File: src/common/csr_pkg.sv
package csr_pkg;

    // Data and address widths
    typedef logic [31:0] xlen_t;     // One machine word
    typedef logic [11:0] csr_addr_t; // CSR address field of the instruction
    typedef logic [63:0] dword_t;    // Memory-mapped timer value

    // CSR operation presented with csr_valid
    typedef enum logic [2:0] {
        CMD_NONE  = 3'd0,
        CMD_W     = 3'd1, // csrrw
        CMD_S     = 3'd2, // csrrs
        CMD_C     = 3'd3, // csrrc
        CMD_ECALL = 3'd4,
        CMD_MRET  = 3'd5
    } csr_cmd_t;

    // Privilege levels, encoded as in the privileged spec
    typedef enum logic [1:0] {
        PRIV_U = 2'b00,
        PRIV_M = 2'b11
    } priv_t;

    // Machine trap setup
    localparam csr_addr_t ADDR_MSTATUS  = 12'h300;
    localparam csr_addr_t ADDR_MISA     = 12'h301;
    localparam csr_addr_t ADDR_MIE      = 12'h304;
    localparam csr_addr_t ADDR_MTVEC    = 12'h305;

    // Machine trap handling
    localparam csr_addr_t ADDR_MSCRATCH = 12'h340;
    localparam csr_addr_t ADDR_MEPC     = 12'h341;
    localparam csr_addr_t ADDR_MCAUSE   = 12'h342;
    localparam csr_addr_t ADDR_MIP      = 12'h344;

    // mcause values, interrupt flag in bit 31
    localparam xlen_t CAUSE_ECALL_U     = 32'd8;
    localparam xlen_t CAUSE_ECALL_M     = 32'd11;
    localparam xlen_t CAUSE_M_TIMER_IRQ = 32'h8000_0007;

    // mtvec.MODE encoding, direct is 2'b00
    localparam logic [1:0] TVEC_VECTORED = 2'b01;

    // MXL = 1 (32 bit), extensions I and M
    //                           MXL      ZYXWVUTSRQPONMLKJIHGFEDCBA
    localparam xlen_t MISA_VALUE = {2'b01, 4'b0000, 26'b00000000000001000100000000};

endpackage

File: src/common/csr_rw_if.sv
`timescale 1ns/1ps

// CSR read and write path between decode and the register file
interface csr_rw_if;
    import csr_pkg::*;

    csr_addr_t addr;  // Address of the current access
    xlen_t     wdata; // Value after the write, set or clear
    logic      we;    // One-cycle write strobe, already privilege-checked
    xlen_t     rdata; // Unmasked read mux output
    priv_t     mode;  // Current privilege level for the access check

    modport access (
        output addr, wdata, we,
        input  rdata, mode
    );

    modport file (
        input  addr, wdata, we,
        output rdata, mode
    );

endinterface

File: src/common/trap_if.sv
`timescale 1ns/1ps

// Trap entry and MRET requests, plus the state the trap logic looks at
interface trap_if;
    import csr_pkg::*;

    logic  take_trap;   // Enter M-mode trap this cycle
    xlen_t cause;       // Value for mcause
    logic  do_mret;     // Return from trap

    priv_t mode;
    logic  mstatus_mie; // Global enable while in M-mode
    logic  mie_mtie;
    logic  mip_mtip;    // Registered timer compare
    xlen_t mtvec;
    xlen_t mepc;        // MRET target

    modport ctrl (
        output take_trap, cause, do_mret,
        input  mode, mstatus_mie, mie_mtie, mip_mtip, mtvec, mepc
    );

    modport file (
        input  take_trap, cause, do_mret,
        output mode, mstatus_mie, mie_mtie, mip_mtip, mtvec, mepc
    );

endinterface

File: src/csr_access.sv
`timescale 1ns/1ps

module csr_access (
    input  logic                csr_valid,
    input  csr_pkg::csr_cmd_t   csr_cmd,
    input  csr_pkg::csr_addr_t  csr_addr,
    input  csr_pkg::xlen_t      csr_operand,
    output csr_pkg::xlen_t      csr_rdata,
    csr_rw_if.access            rw
);
    import csr_pkg::*;

    logic  can_read;
    logic  can_write;
    logic  is_rw_cmd;
    xlen_t rdata_ok;

    // Bits 9:8 give the lowest level allowed, 11:10 == 3 marks read-only space
    assign can_read  = csr_addr[9:8] <= rw.mode;
    assign can_write = can_read && (csr_addr[11:10] != 2'b11);

    assign is_rw_cmd = (csr_cmd == CMD_W) || (csr_cmd == CMD_S) || (csr_cmd == CMD_C);

    assign rw.addr   = csr_addr;
    assign rdata_ok  = can_read ? rw.rdata : '0; // Denied read gives zero
    assign csr_rdata = rdata_ok;

    // New CSR value from the old one
    always_comb begin
        case (csr_cmd)
            CMD_W:   rw.wdata = csr_operand;
            CMD_S:   rw.wdata = rdata_ok | csr_operand;
            CMD_C:   rw.wdata = rdata_ok & ~csr_operand;
            default: rw.wdata = rdata_ok; // No change
        endcase
    end

    // Denied writes are dropped silently
    assign rw.we = csr_valid && is_rw_cmd && can_write;

endmodule

File: src/csr_file.sv
`timescale 1ns/1ps

module csr_file #(
    parameter csr_pkg::xlen_t RESET_VECTOR = 32'h0000_0100
) (
    input  logic             clk,
    input  logic             arst_n,
    input  logic             csr_valid,
    input  csr_pkg::xlen_t   csr_pc,
    input  csr_pkg::dword_t  mtime,
    input  csr_pkg::dword_t  mtimecmp,
    output csr_pkg::priv_t   priv_mode,
    csr_rw_if.file           rw,
    trap_if.file             tr
);
    import csr_pkg::*;

    priv_t mode_q;         // Current privilege level
    logic  mstatus_mie;
    logic  mstatus_mpie;
    priv_t mstatus_mpp;    // Only U or M can be stored
    logic  mie_mtie;
    logic  mip_mtip;
    xlen_t mtvec;
    xlen_t mscratch;
    xlen_t mepc;
    xlen_t mcause;
    xlen_t mstatus_word;

    // MPP at 12:11, MPIE at 7, MIE at 3, everything else reads zero
    assign mstatus_word = {19'b0, mstatus_mpp, 3'b0, mstatus_mpie, 3'b0, mstatus_mie, 3'b0};

    always_comb begin
        case (rw.addr)
            ADDR_MSTATUS:  rw.rdata = mstatus_word;
            ADDR_MISA:     rw.rdata = MISA_VALUE;
            ADDR_MIE:      rw.rdata = {24'b0, mie_mtie, 7'b0}; // MTIE at bit 7
            ADDR_MTVEC:    rw.rdata = mtvec;
            ADDR_MSCRATCH: rw.rdata = mscratch;
            ADDR_MEPC:     rw.rdata = mepc;
            ADDR_MCAUSE:   rw.rdata = mcause;
            ADDR_MIP:      rw.rdata = {24'b0, mip_mtip, 7'b0}; // MTIP at bit 7
            default:       rw.rdata = '0;
        endcase
    end

    always_ff @(posedge clk or negedge arst_n) begin
        if (!arst_n) begin
            mode_q       <= PRIV_M;
            mstatus_mie  <= 1'b0;
            mstatus_mpie <= 1'b0;
            mstatus_mpp  <= PRIV_U;
            mie_mtie     <= 1'b0;
            mip_mtip     <= 1'b0;
            mtvec        <= RESET_VECTOR;
            mscratch     <= '0;
            mepc         <= '0;
            mcause       <= '0;
        end else if (tr.take_trap) begin
            // Trap entry beats any write or MRET in the same cycle
            mcause       <= tr.cause;
            mepc         <= csr_pc;
            mstatus_mpie <= mstatus_mie;
            mstatus_mie  <= 1'b0;
            mstatus_mpp  <= mode_q;
            mode_q       <= PRIV_M;
            if (tr.cause == CAUSE_M_TIMER_IRQ)
                mip_mtip <= 1'b0; // Serviced, resampled on a later command
        end else begin
            if (csr_valid)
                mip_mtip <= mtime >= mtimecmp;
            if (tr.do_mret) begin
                mstatus_mie  <= mstatus_mpie;
                mode_q       <= mstatus_mpp;
                mstatus_mpie <= 1'b1;
                mstatus_mpp  <= PRIV_U; // Least privileged mode
            end
            if (rw.we) begin
                case (rw.addr)
                    ADDR_MSTATUS: begin
                        mstatus_mie  <= rw.wdata[3];
                        mstatus_mpie <= rw.wdata[7];
                        // Unsupported levels fall back to U
                        mstatus_mpp  <= (rw.wdata[12:11] == 2'b11) ? PRIV_M : PRIV_U;
                    end
                    ADDR_MIE:      mie_mtie <= rw.wdata[7];
                    ADDR_MTVEC:    mtvec    <= {rw.wdata[31:2], 1'b0, rw.wdata[0]}; // Modes 0/1
                    ADDR_MSCRATCH: mscratch <= rw.wdata;
                    ADDR_MEPC:     mepc     <= {rw.wdata[31:2], 2'b00};
                    ADDR_MCAUSE:   mcause   <= rw.wdata;
                    default: begin
                    end // misa and mip are read-only here
                endcase
            end
        end
    end

    assign priv_mode      = mode_q;
    assign rw.mode        = mode_q;
    assign tr.mode        = mode_q;
    assign tr.mstatus_mie = mstatus_mie;
    assign tr.mie_mtie    = mie_mtie;
    assign tr.mip_mtip    = mip_mtip;
    assign tr.mtvec       = mtvec;
    assign tr.mepc        = mepc;

endmodule

File: src/trap_ctrl.sv
`timescale 1ns/1ps

module trap_ctrl (
    input  logic               csr_valid,
    input  csr_pkg::csr_cmd_t  csr_cmd,
    output logic               trap_flg,
    output csr_pkg::xlen_t     trap_vector,
    trap_if.ctrl               tr
);
    import csr_pkg::*;

    logic  is_ecall;
    logic  is_mret;
    logic  global_ie;
    logic  irq_pending;
    xlen_t tvec_base;
    xlen_t tvec_addr;

    assign is_ecall = csr_cmd == CMD_ECALL;
    assign is_mret  = csr_cmd == CMD_MRET;

    // Lower privilege is always interruptible by M-level sources
    assign global_ie   = (tr.mode == PRIV_M) ? tr.mstatus_mie : 1'b1;
    assign irq_pending = tr.mip_mtip && tr.mie_mtie && global_ie;

    assign tr.take_trap = csr_valid && (is_ecall || irq_pending);
    assign tr.do_mret   = csr_valid && is_mret;

    // Ecall wins over a pending timer interrupt
    always_comb begin
        if (is_ecall)
            tr.cause = (tr.mode == PRIV_M) ? CAUSE_ECALL_M : CAUSE_ECALL_U;
        else
            tr.cause = CAUSE_M_TIMER_IRQ;
    end

    assign tvec_base = {tr.mtvec[31:2], 2'b00};

    // Vectored mode offsets interrupts only, exceptions use the base
    always_comb begin
        if (tr.mtvec[1:0] == TVEC_VECTORED && !is_ecall)
            tvec_addr = tvec_base + {tr.cause[29:0], 2'b00}; // Cause code times 4
        else
            tvec_addr = tvec_base;
    end

    assign trap_flg    = tr.take_trap || tr.do_mret;
    assign trap_vector = tr.take_trap ? tvec_addr :
                         tr.do_mret   ? tr.mepc   : '0; // Zero when idle

endmodule

File: src/csr_unit.sv
`timescale 1ns/1ps

module csr_unit #(
    parameter csr_pkg::xlen_t RESET_VECTOR = 32'h0000_0100
) (
    input  logic               clk,
    input  logic               arst_n,
    input  logic               csr_valid,
    input  csr_pkg::csr_cmd_t  csr_cmd,
    input  csr_pkg::csr_addr_t csr_addr,
    input  csr_pkg::xlen_t     csr_operand,
    input  csr_pkg::xlen_t     csr_pc,
    input  csr_pkg::dword_t    mtime,
    input  csr_pkg::dword_t    mtimecmp,
    output csr_pkg::xlen_t     csr_rdata,
    output logic               trap_flg,
    output csr_pkg::xlen_t     trap_vector,
    output csr_pkg::priv_t     priv_mode
);

    csr_rw_if rw_bus ();   // Decode to register file
    trap_if   trap_bus (); // Trap decisions and state they depend on

    csr_access u_access (
        .csr_valid   (csr_valid),
        .csr_cmd     (csr_cmd),
        .csr_addr    (csr_addr),
        .csr_operand (csr_operand),
        .csr_rdata   (csr_rdata),
        .rw          (rw_bus.access)
    );

    csr_file #(
        .RESET_VECTOR (RESET_VECTOR)
    ) u_file (
        .clk       (clk),
        .arst_n    (arst_n),
        .csr_valid (csr_valid),
        .csr_pc    (csr_pc),
        .mtime     (mtime),
        .mtimecmp  (mtimecmp),
        .priv_mode (priv_mode),
        .rw        (rw_bus.file),
        .tr        (trap_bus.file)
    );

    trap_ctrl u_trap (
        .csr_valid   (csr_valid),
        .csr_cmd     (csr_cmd),
        .trap_flg    (trap_flg),
        .trap_vector (trap_vector),
        .tr          (trap_bus.ctrl)
    );

endmodule

File: config.mk
export PLATFORM = sky130hd
export DESIGN_NAME = csr_unit
export DESIGN_NICKNAME = d
export VERILOG_FILES = /design/src/common/csr_pkg.sv /design/src/common/csr_rw_if.sv /design/src/common/trap_if.sv /design/src/csr_access.sv /design/src/csr_file.sv /design/src/trap_ctrl.sv /design/src/csr_unit.sv
export SDC_FILE = /design/constraint.sdc
export NUM_CORES = 1
export LEC_CHECK = 0
export BUFFER_PORTS_ARGS = -buffer_cell sky130_fd_sc_hd__buf_4
export CORE_AREA = 4 4 140 142
export CTS_CLUSTER_DIAMETER = 150
export DETAILED_ROUTE_END_ITERATION = 6
export DIE_AREA = 0 0 144 146
export PLACE_DENSITY_LB_ADDON = 0.05
export SLEW_MARGIN = 20
export SYNTH_ARGS = -nofsm -noshare
export SYNTH_HDL_FRONTEND = slang
export SYNTH_SLANG_ARGS = --single-unit
File: constraint.sdc
create_clock -name clk -period 3.5 [get_ports clk]
set_clock_uncertainty 0.1 [all_clocks]
set_input_delay 0.35 -clock clk [delete_from_list [all_inputs] [get_ports clk]]
set_output_delay 0.35 -clock clk [all_outputs]
set_load 0.02 [all_outputs]
==> impl_metrics.ini, run 1 <==
[routing]
route.detailed.vias_per_inst = 6.14
vias = 10264
drtPass1Iterations = 6
first_iter_violations = 897
routed_wl_um = 33700
drcViolationCount = 0
ant_nets = 0
routed_wire_length_per_instance_um = 20.1

[sta]
final_hold_viol_count = 0
final-max-slew-violation-count = 0
timing_worst_slew_pin_value_ps = 938
max_freq_mhz = 292
finalCritPeriodShare_pct = 97.7
finalSetupViolations = 0
final_period_minus_worst_setup_slack_ps = 3420
max-slew-margin-rel_pct = 37.5
setup_ws_ps = 78.9
final.hold.worst_slack_ps = 46.3

[clock_network]
cts_tree = yes
clkLatencyLatePin_ps = 430
clock_tree.htree_level_count = 4
clock_tree.root_cell = sky130_fd_sc_hd__clkbuf_16
max-clock-path-buffers = 2
cts_sinks = 135
clk_transition_reported_paths_ps = 70
cts_buffers = 17

[synth]
mappedNetlistNets = 1439
number_of_cells_produced_by_synthesis = 1158
postSynth.topFlopCell = sky130_fd_sc_hd__dfrtp_1
async_set_reset_flop_share_out_of_synthesis_pct = 100
number_of_enable_type_register_cells_in_the_synthesized_netlist = 0
synth_cell_types = 67
synth-seq-area-share_pct = 35.3
ys_ff_latch = 135
yosysWarnings = 0
avgSynthCellArea_um2 = 8.27
netlist_area_mm2 = 0.00958

[worst_setup_path]
criticalPathCategory = reg -> out
worst-endpoint-arrival_ps = 2970
cp-end-kind = output pin
worstPathMaxFanout = 5
crit_buf_inv = 2
crit_chain = nand2_2, nand2_1, ha_1, fa_2, a21o_1, a21oi_4, nor3_2, buf_4, and4_1, xnor2_1, o21ai_1, buf_4
cp_common_cell = sky130_fd_sc_hd__buf_4
cp_top_family = adder cells
crit_required_ps = 3050
startpoint_type = flop
crit_path_max_incr_delay_ps = 400
cpMaxStageDelayCell = sky130_fd_sc_hd__dfstp_2

[cells_and_area]
design_area_mm2 = 0.0127
layout-drive-gt1-share_pct = 26.8
mostFrequentLayoutCells = sky130_fd_sc_hd__buf_4 (313), sky130_fd_sc_hd__nand2_1 (166), sky130_fd_sc_hd__o21ai_1 (143)
multiInputGateArea_mm2 = 0.00570
layout.cells.most_common = sky130_fd_sc_hd__buf_4
num_antenna_cells = 0
regArea_mm2 = 0.00338
n_fill_cell = 1540
layout.nets = 1707
layout-area-overhead-vs-synth_pct = 32.6
final_std_cells_w_o_fill = 1673

[floorplan]
initial_core_util_pct = 51.9
row_count = 50
die_height_um = 146
io_pins = 277
floorplan_core_area_mm2 = 0.0185
fp.dieArea_mm2 = 0.0210
die_outline_width_um = 144

[place]
routabilityCongestion = 0.930
buffer_ports.inserted = 276
dpl_worst_slack_ps = -5.10
hpwlAfterDp_um = 23700
post_dp_cell_area_mm2 = 0.0121
dpl.cell_count = 1640

[global_route]
grt.overflow.total = 0
first_global_vias = 10125
grt_max_degree = 69
gr-usage-all-layers_pct = 31.8
global_route_wire_length_before_repair_um = 53000
initial_antenna_violation_count = 0

[power]
share_seq_of_total_power_pct = 40.4
worst_ir_drop_vdd_mv = 0.386
sw_frac_of_total_pct = 32.0
power_density_mw_per_mm2 = 398
leakage_nw = 5.74
p_clk_share_pct = 36.5
p_switching_mw = 1.61
comb_power_share_pct = 23.1
cellInternalPower_mw = 3.44

[outcome]
outcome = finished, final reports clean

[run]
timing.max_cap.violations = 0

[min_path]
min-delay-path-class = in -> reg
-- power groups by stage --
stage | logic [mW] | clock network (mW) | registers (mW)
2_1_floorplan | 0.647 | 0 | 1.97
3_3_place_gp | 1.12 | 0 | 2.04
5_1_grt | 1.30 | 1.92 | 2.06
3_5_place_dp | 1.15 | 0 | 2.05
4_1_cts | 1.16 | 1.85 | 2.02
6_report | 1.17 | 1.85 | 2.04
-- per-layer routing --
metal,part of all wire (%),vias up,global-route usage [%]
li1,-,4742,-
met1,40,4890,43.0
met2,47,545,51.0
met3,9.8,87,5.98
met4,2.8,0,10.7
met5,0,-,0
-- final cells by class --
class / instances / share of cell area (%)
clock inverter: 13 / 1.26
inverter: 76 / 2.27
tap: 234 / 2.30
multi-input combinational: 878 / 44.8
sequential: 135 / 26.6
clock buffer: 19 / 3.49
timing repair buffer: 318 / 19.2
-- worst reg2reg max path: stages, from the launching register on --
cell,delay (ps)
sky130_fd_sc_hd__dfstp_2,550
sky130_fd_sc_hd__inv_1,70
sky130_fd_sc_hd__ha_1,280
sky130_fd_sc_hd__nor2b_1,140
sky130_fd_sc_hd__o21ai_1,140
sky130_fd_sc_hd__buf_4,180
sky130_fd_sc_hd__nand3_1,90
sky130_fd_sc_hd__buf_4,230
sky130_fd_sc_hd__o32ai_1,190
sky130_fd_sc_hd__o311ai_2,320
sky130_fd_sc_hd__o31ai_1,320
-- cell usage after synthesis, types with 3 or more instances --
cell type                  instances  share of area [%]
sky130_fd_sc_hd__a211o_1           3               0.27
sky130_fd_sc_hd__nand2_1         167                6.5
sky130_fd_sc_hd__nor4_2            4               0.52
sky130_fd_sc_hd__a221oi_1          4               0.37
sky130_fd_sc_hd__a221o_1          24                2.5
sky130_fd_sc_hd__inv_1            75                2.9
sky130_fd_sc_hd__buf_2             3               0.16
sky130_fd_sc_hd__o31ai_1           5               0.39
sky130_fd_sc_hd__dfrtp_1         132                 34
sky130_fd_sc_hd__a22o_1            8               0.73
sky130_fd_sc_hd__nor4_1            5               0.33
sky130_fd_sc_hd__nand4b_1          3               0.27
sky130_fd_sc_hd__clkbuf_1         63                2.5
sky130_fd_sc_hd__o21ai_0          56                2.9
sky130_fd_sc_hd__mux2i_1           6               0.63
sky130_fd_sc_hd__nor2b_1          38                2.5
sky130_fd_sc_hd__ha_1             70                9.1
sky130_fd_sc_hd__a31oi_1           5               0.33
sky130_fd_sc_hd__xnor2_1          24                2.2
sky130_fd_sc_hd__nor4b_2           3               0.47
sky130_fd_sc_hd__nor2_1           54                2.1
sky130_fd_sc_hd__a21o_1            8               0.63
sky130_fd_sc_hd__nor3b_1           3               0.24
sky130_fd_sc_hd__and4_1            4               0.37
sky130_fd_sc_hd__a211oi_1          9               0.71
sky130_fd_sc_hd__a22oi_1          82                6.4
sky130_fd_sc_hd__o22ai_1           3               0.20
sky130_fd_sc_hd__nor3_1            9               0.47
sky130_fd_sc_hd__nand4_1          18                1.2
sky130_fd_sc_hd__nand3_1          16               0.84
sky130_fd_sc_hd__xor2_1            4               0.37
sky130_fd_sc_hd__o21a_1            5               0.39
sky130_fd_sc_hd__nand2b_1          7               0.46
sky130_fd_sc_hd__and2_1            4               0.26
sky130_fd_sc_hd__a21oi_1          44                2.3
sky130_fd_sc_hd__nor4b_1           7               0.64
sky130_fd_sc_hd__dfstp_2           3               0.82
sky130_fd_sc_hd__o21ai_1         142                7.4
-- logic make-up (layout without fill, tap and decap cells) --
logic type               after synthesis  after routing  synth area share [%]
AO/OA/AOI/OAI                        413            413                  27.1
multiplexers                           7              7                 0.862
adder cells (fa/ha/maj)               71             71                  9.35
XOR/XNOR                              28             28                  2.56
AND/OR/NAND/NOR                      359            359                  18.9
flip-flops                           135            135                  35.3
buffers and inverters                145            426                  5.91
-- repair_timing --
action                                  4_1_cts  5_1_grt
resized for setup                             2        6
endpoints found under the setup margin       12       18
pin swaps                                     0        1
setup buffers                                 0        0
gates cloned                                  0        0
hold buffers                                  1        0
endpoints found under the hold margin         9        0
-- worst paths after layout --
check                           cells after the start                       startpoint  slack, ps                              end
worst max-delay path                               12  u_file.priv_mode[0]$_DFFE_PN1P_         80                  trap_vector[20]
worst min-delay path                                2                        csr_pc[0]         50    u_file.tr.mepc[0]$_DFFE_PN0P_
worst max register to register                     10  u_file.priv_mode[1]$_DFFE_PN1P_        780  u_file.mstatus_mpp[1]$_DFF_PN0_
worst min register to register                      2    u_file.mcause[23]$_DFFE_PN0P_        390    u_file.mcause[23]$_DFFE_PN0P_
max in group asynchronous                           3                           arst_n       1900   u_file.tr.mepc[18]$_DFFE_PN0P_
min in group asynchronous                           2                           arst_n        500    u_file.tr.mepc[7]$_DFFE_PN0P_
-- through the flow --
step	total power [mW]	setup TNS, ps	util [%]
CTS	5.03	0	68.7
global route	5.28	-26.2	68.8
floorplan	2.62	0	-
global placement	3.16	0	65.3
detailed placement	3.19	-5.10	65.3
finish	5.05	0	68.8
-- registers in the layout (all words and copies together), names as in the netlist --
register / count
u_file.tr.mip_mtip: 1
u_file.tr.mepc: 32
u_file.priv_mode: 2
u_file.mcause: 32
u_file.mstatus_mpp: 2
u_file.tr.mstatus_mie: 1
u_file.tr.mtvec: 31
u_file.mstatus_mpie: 1
u_file.mscratch: 32
u_file.tr.mie_mtie: 1
No activity file was read; power rests on OpenSTA's default activity.
==> inputs of run 2 (changes only) <==
--- a/config.mk
+++ b/config.mk
@@ -6,5 +6,5 @@
 export NUM_CORES = 1
 export LEC_CHECK = 0
-export BUFFER_PORTS_ARGS = -buffer_cell sky130_fd_sc_hd__buf_4
+export BUFFER_PORTS_ARGS = -buffer_cell sky130_fd_sc_hd__buf_2
 export CORE_AREA = 4 4 140 142
 export CTS_CLUSTER_DIAMETER = 150
==> constraint.sdc (replaced) <==
create_clock -name clk -period 3.5 [get_ports clk]
set_clock_uncertainty 0.1 [all_clocks]
set_input_delay 0.175 -clock clk [delete_from_list [all_inputs] [get_ports clk]]
set_output_delay 0.175 -clock clk [all_outputs]
set_load 0.02 [all_outputs]
==> run 2 against run 1 <==
  * Flip-flop and latch count unchanged
  * Highest routed layer unchanged
  * Power increased by 2.7%
  * First-iteration DRC count up 1.7%
==> impl_metrics.ini, run 2 (synthesis results as in run 1) <==
[global_route]
grt_max_degree = 64
gr-usage-all-layers_pct = 31.6
initial_antenna_violation_count = 0
first_global_vias = 10162
global_route_wire_length_before_repair_um = 52900
grt.overflow.total = 0

[sta]
final-max-slew-violation-count = 0
timing_worst_slew_pin_value_ps = 1040
rsz0062_at_grt = no
totalNegativeSetupSlack_ps = 0
setup_ws_ps = 192
final_period_minus_worst_setup_slack_ps = 3310
final_hold_viol_count = 0
finalCritPeriodShare_pct = 94.5
max-slew-margin-rel_pct = 30.5
final.hold.worst_slack_ps = 12.8
finalSetupViolations = 0
max_freq_mhz = 302

[min_path]
min-delay-path-class = in -> reg

[worst_setup_path]
startpoint_type = flop
cp-endpoint = trap_vector[24]
crit_start = u_file.priv_mode[0]$_DFFE_PN1P_
worstPathMaxFanout = 8
rr_worst_depth = 11
criticalPathCategory = reg -> out
crit_chain = nand2_1, nand2_1, ha_1, fa_1, a21o_1, a21oi_2, buf_4, nor3_1, xor2_1, a22o_1, buf_2
cp_top_family = compound AO/OA/AOI/OAI gates
regToRegStartpoint = u_file.priv_mode[1]$_DFFE_PN1P_
rr_endpoint = u_file.tr.mepc[8]$_DFFE_PN0P_
crit_required_ps = 3220
crit_path_max_incr_delay_ps = 400
cpMaxStageDelayCell = sky130_fd_sc_hd__fa_1
crit_buf_inv = 2
worst-endpoint-arrival_ps = 3030
cp-end-kind = output pin
cp_common_cell = sky130_fd_sc_hd__nand2_1
register_to_register_setup_slack_ps = 390
worstSetupPathDepth = 11

[floorplan]
die_outline_width_um = 144
row_count = 50
floorplan_core_area_mm2 = 0.0185
fp.dieArea_mm2 = 0.0210
initial_core_util_pct = 51.9
io_pins = 277
die_height_um = 146

[cells_and_area]
design_area_mm2 = 0.0123
mostFrequentLayoutCells = sky130_fd_sc_hd__buf_2 (275), sky130_fd_sc_hd__nand2_1 (167), sky130_fd_sc_hd__o21ai_1 (141)
n_fill_cell = 1593
layout-area-overhead-vs-synth_pct = 28.8
multiInputGateArea_mm2 = 0.00569
largest_registers = u_file.mcause x32, u_file.mscratch x32, u_file.tr.mepc x32
layout.nets = 1733
layout-drive-gt1-share_pct = 25.5
num_antenna_cells = 0
layout.cells.most_common = sky130_fd_sc_hd__buf_2
regArea_mm2 = 0.00338

[power]
power_density_mw_per_mm2 = 421
share_seq_of_total_power_pct = 39.2
worst_ir_drop_vdd_mv = 0.355
leakage_nw = 5.71
p_switching_mw = 1.54
cellInternalPower_mw = 3.65
p_clk_share_pct = 39.5
comb_power_share_pct = 21.3
sw_frac_of_total_pct = 29.7

[place]
buffer_ports.inserted = 276
hpwlAfterDp_um = 23100
routabilityCongestion = 0.894
dpl_worst_slack_ps = 333
post_dp_cell_area_mm2 = 0.0113

[routing]
routed_wire_length_per_instance_um = 19.7
routed_wl_um = 33400
vias = 10174
drcViolationCount = 0
route.detailed.vias_per_inst = 5.99
drtPass1Iterations = 5
ant_nets = 0
first_iter_violations = 912

[clock_network]
clkLatencyLatePin_ps = 420
cts_sinks = 135
cts_buffers = 17
clk_transition_reported_paths_ps = 60
max-clock-path-buffers = 2
clock_tree.htree_level_count = 4
clock_tree.root_cell = sky130_fd_sc_hd__clkbuf_16
cts_tree = yes
cts.repair_timing.setup_buffer_count = 0

[run]
timing.max_cap.violations = 0

[outcome]
outcome = finished, final reports clean
-- run 2: repair_timing --
action                                  in CTS  in global routing
hold buffers                                34                  0
gates resized for setup                      0                  4
endpoints found under the setup margin       0                  7
endpoints found under the hold margin       74                  0
-- run 2: area by class of cell --
cell class | count | area share, %
inverters | 76 | 2.33
multi-input cells | 878 | 46.2
clock buffers | 19 | 3.59
clock inverters | 12 | 1.82
repair buffers | 344 | 16.3
well taps | 234 | 2.37
flip-flops and latches | 135 | 27.4
-- run 2: power by group through the flow --
| stage | clock network (mW) | registers (mW) | logic, mW |
|---|---|---|---|
| after detailed placement | 0 | 2.04 | 1.06 |
| after global placement | 0 | 2.04 | 1.04 |
| final | 2.05 | 2.03 | 1.10 |
| after global routing | 2.14 | 2.05 | 1.24 |
| after CTS | 2.06 | 2.02 | 1.10 |
| after floorplan | 0 | 1.97 | 0.647 |
-- run 2: worst min-delay path by stage --
stage,from,endpoint,slack (ps),cells past startpoint
floorplan,arst_n,u_file.mcause[0]$_DFFE_PN0P_,-220,0
global placement,arst_n,u_file.tr.mepc[7]$_DFFE_PN0P_,140,1
detailed placement,arst_n,u_file.tr.mepc[7]$_DFFE_PN0P_,140,1
CTS,csr_operand[30],u_file.tr.mepc[30]$_DFFE_PN0P_,2,3
global route,csr_operand[30],u_file.tr.mepc[30]$_DFFE_PN0P_,20,3
finish,csr_operand[30],u_file.tr.mepc[30]$_DFFE_PN0P_,10,3
-- run 2: per-stage QoR --
| step | cells | power (mW) | utilization [%] |
|---|---|---|---|
| floorplan | 1158 | 2.62 | - |
| global placement | 1633 | 3.08 | 61.2 |
| detailed placement | 1633 | 3.10 | 61.2 |
| CTS | 1698 | 5.18 | 66.7 |
| global route | 1698 | 5.43 | 66.8 |
| finish | 1698 | 5.19 | 66.8 |
-- run 2: tightest hold or removal path, cell delays in order --
cell and delay, ps:
sky130_fd_sc_hd__buf_2 110, sky130_fd_sc_hd__a221oi_1 80, sky130_fd_sc_hd__o21ai_1 130
-- run 2: layer usage --
layer | vias to the layer above | share of wire, % | routed length [um] | track usage, %
met4 | 0 | 1.8 | 603 | 8.52
met1 | 4792 | 42 | 13900 | 44.2
met2 | 525 | 47 | 15800 | 49.9
met3 | 52 | 9.3 | 3110 | 6.28
met5 | - | 0 | 0 | 0
li1 | 4805 | - | - | -
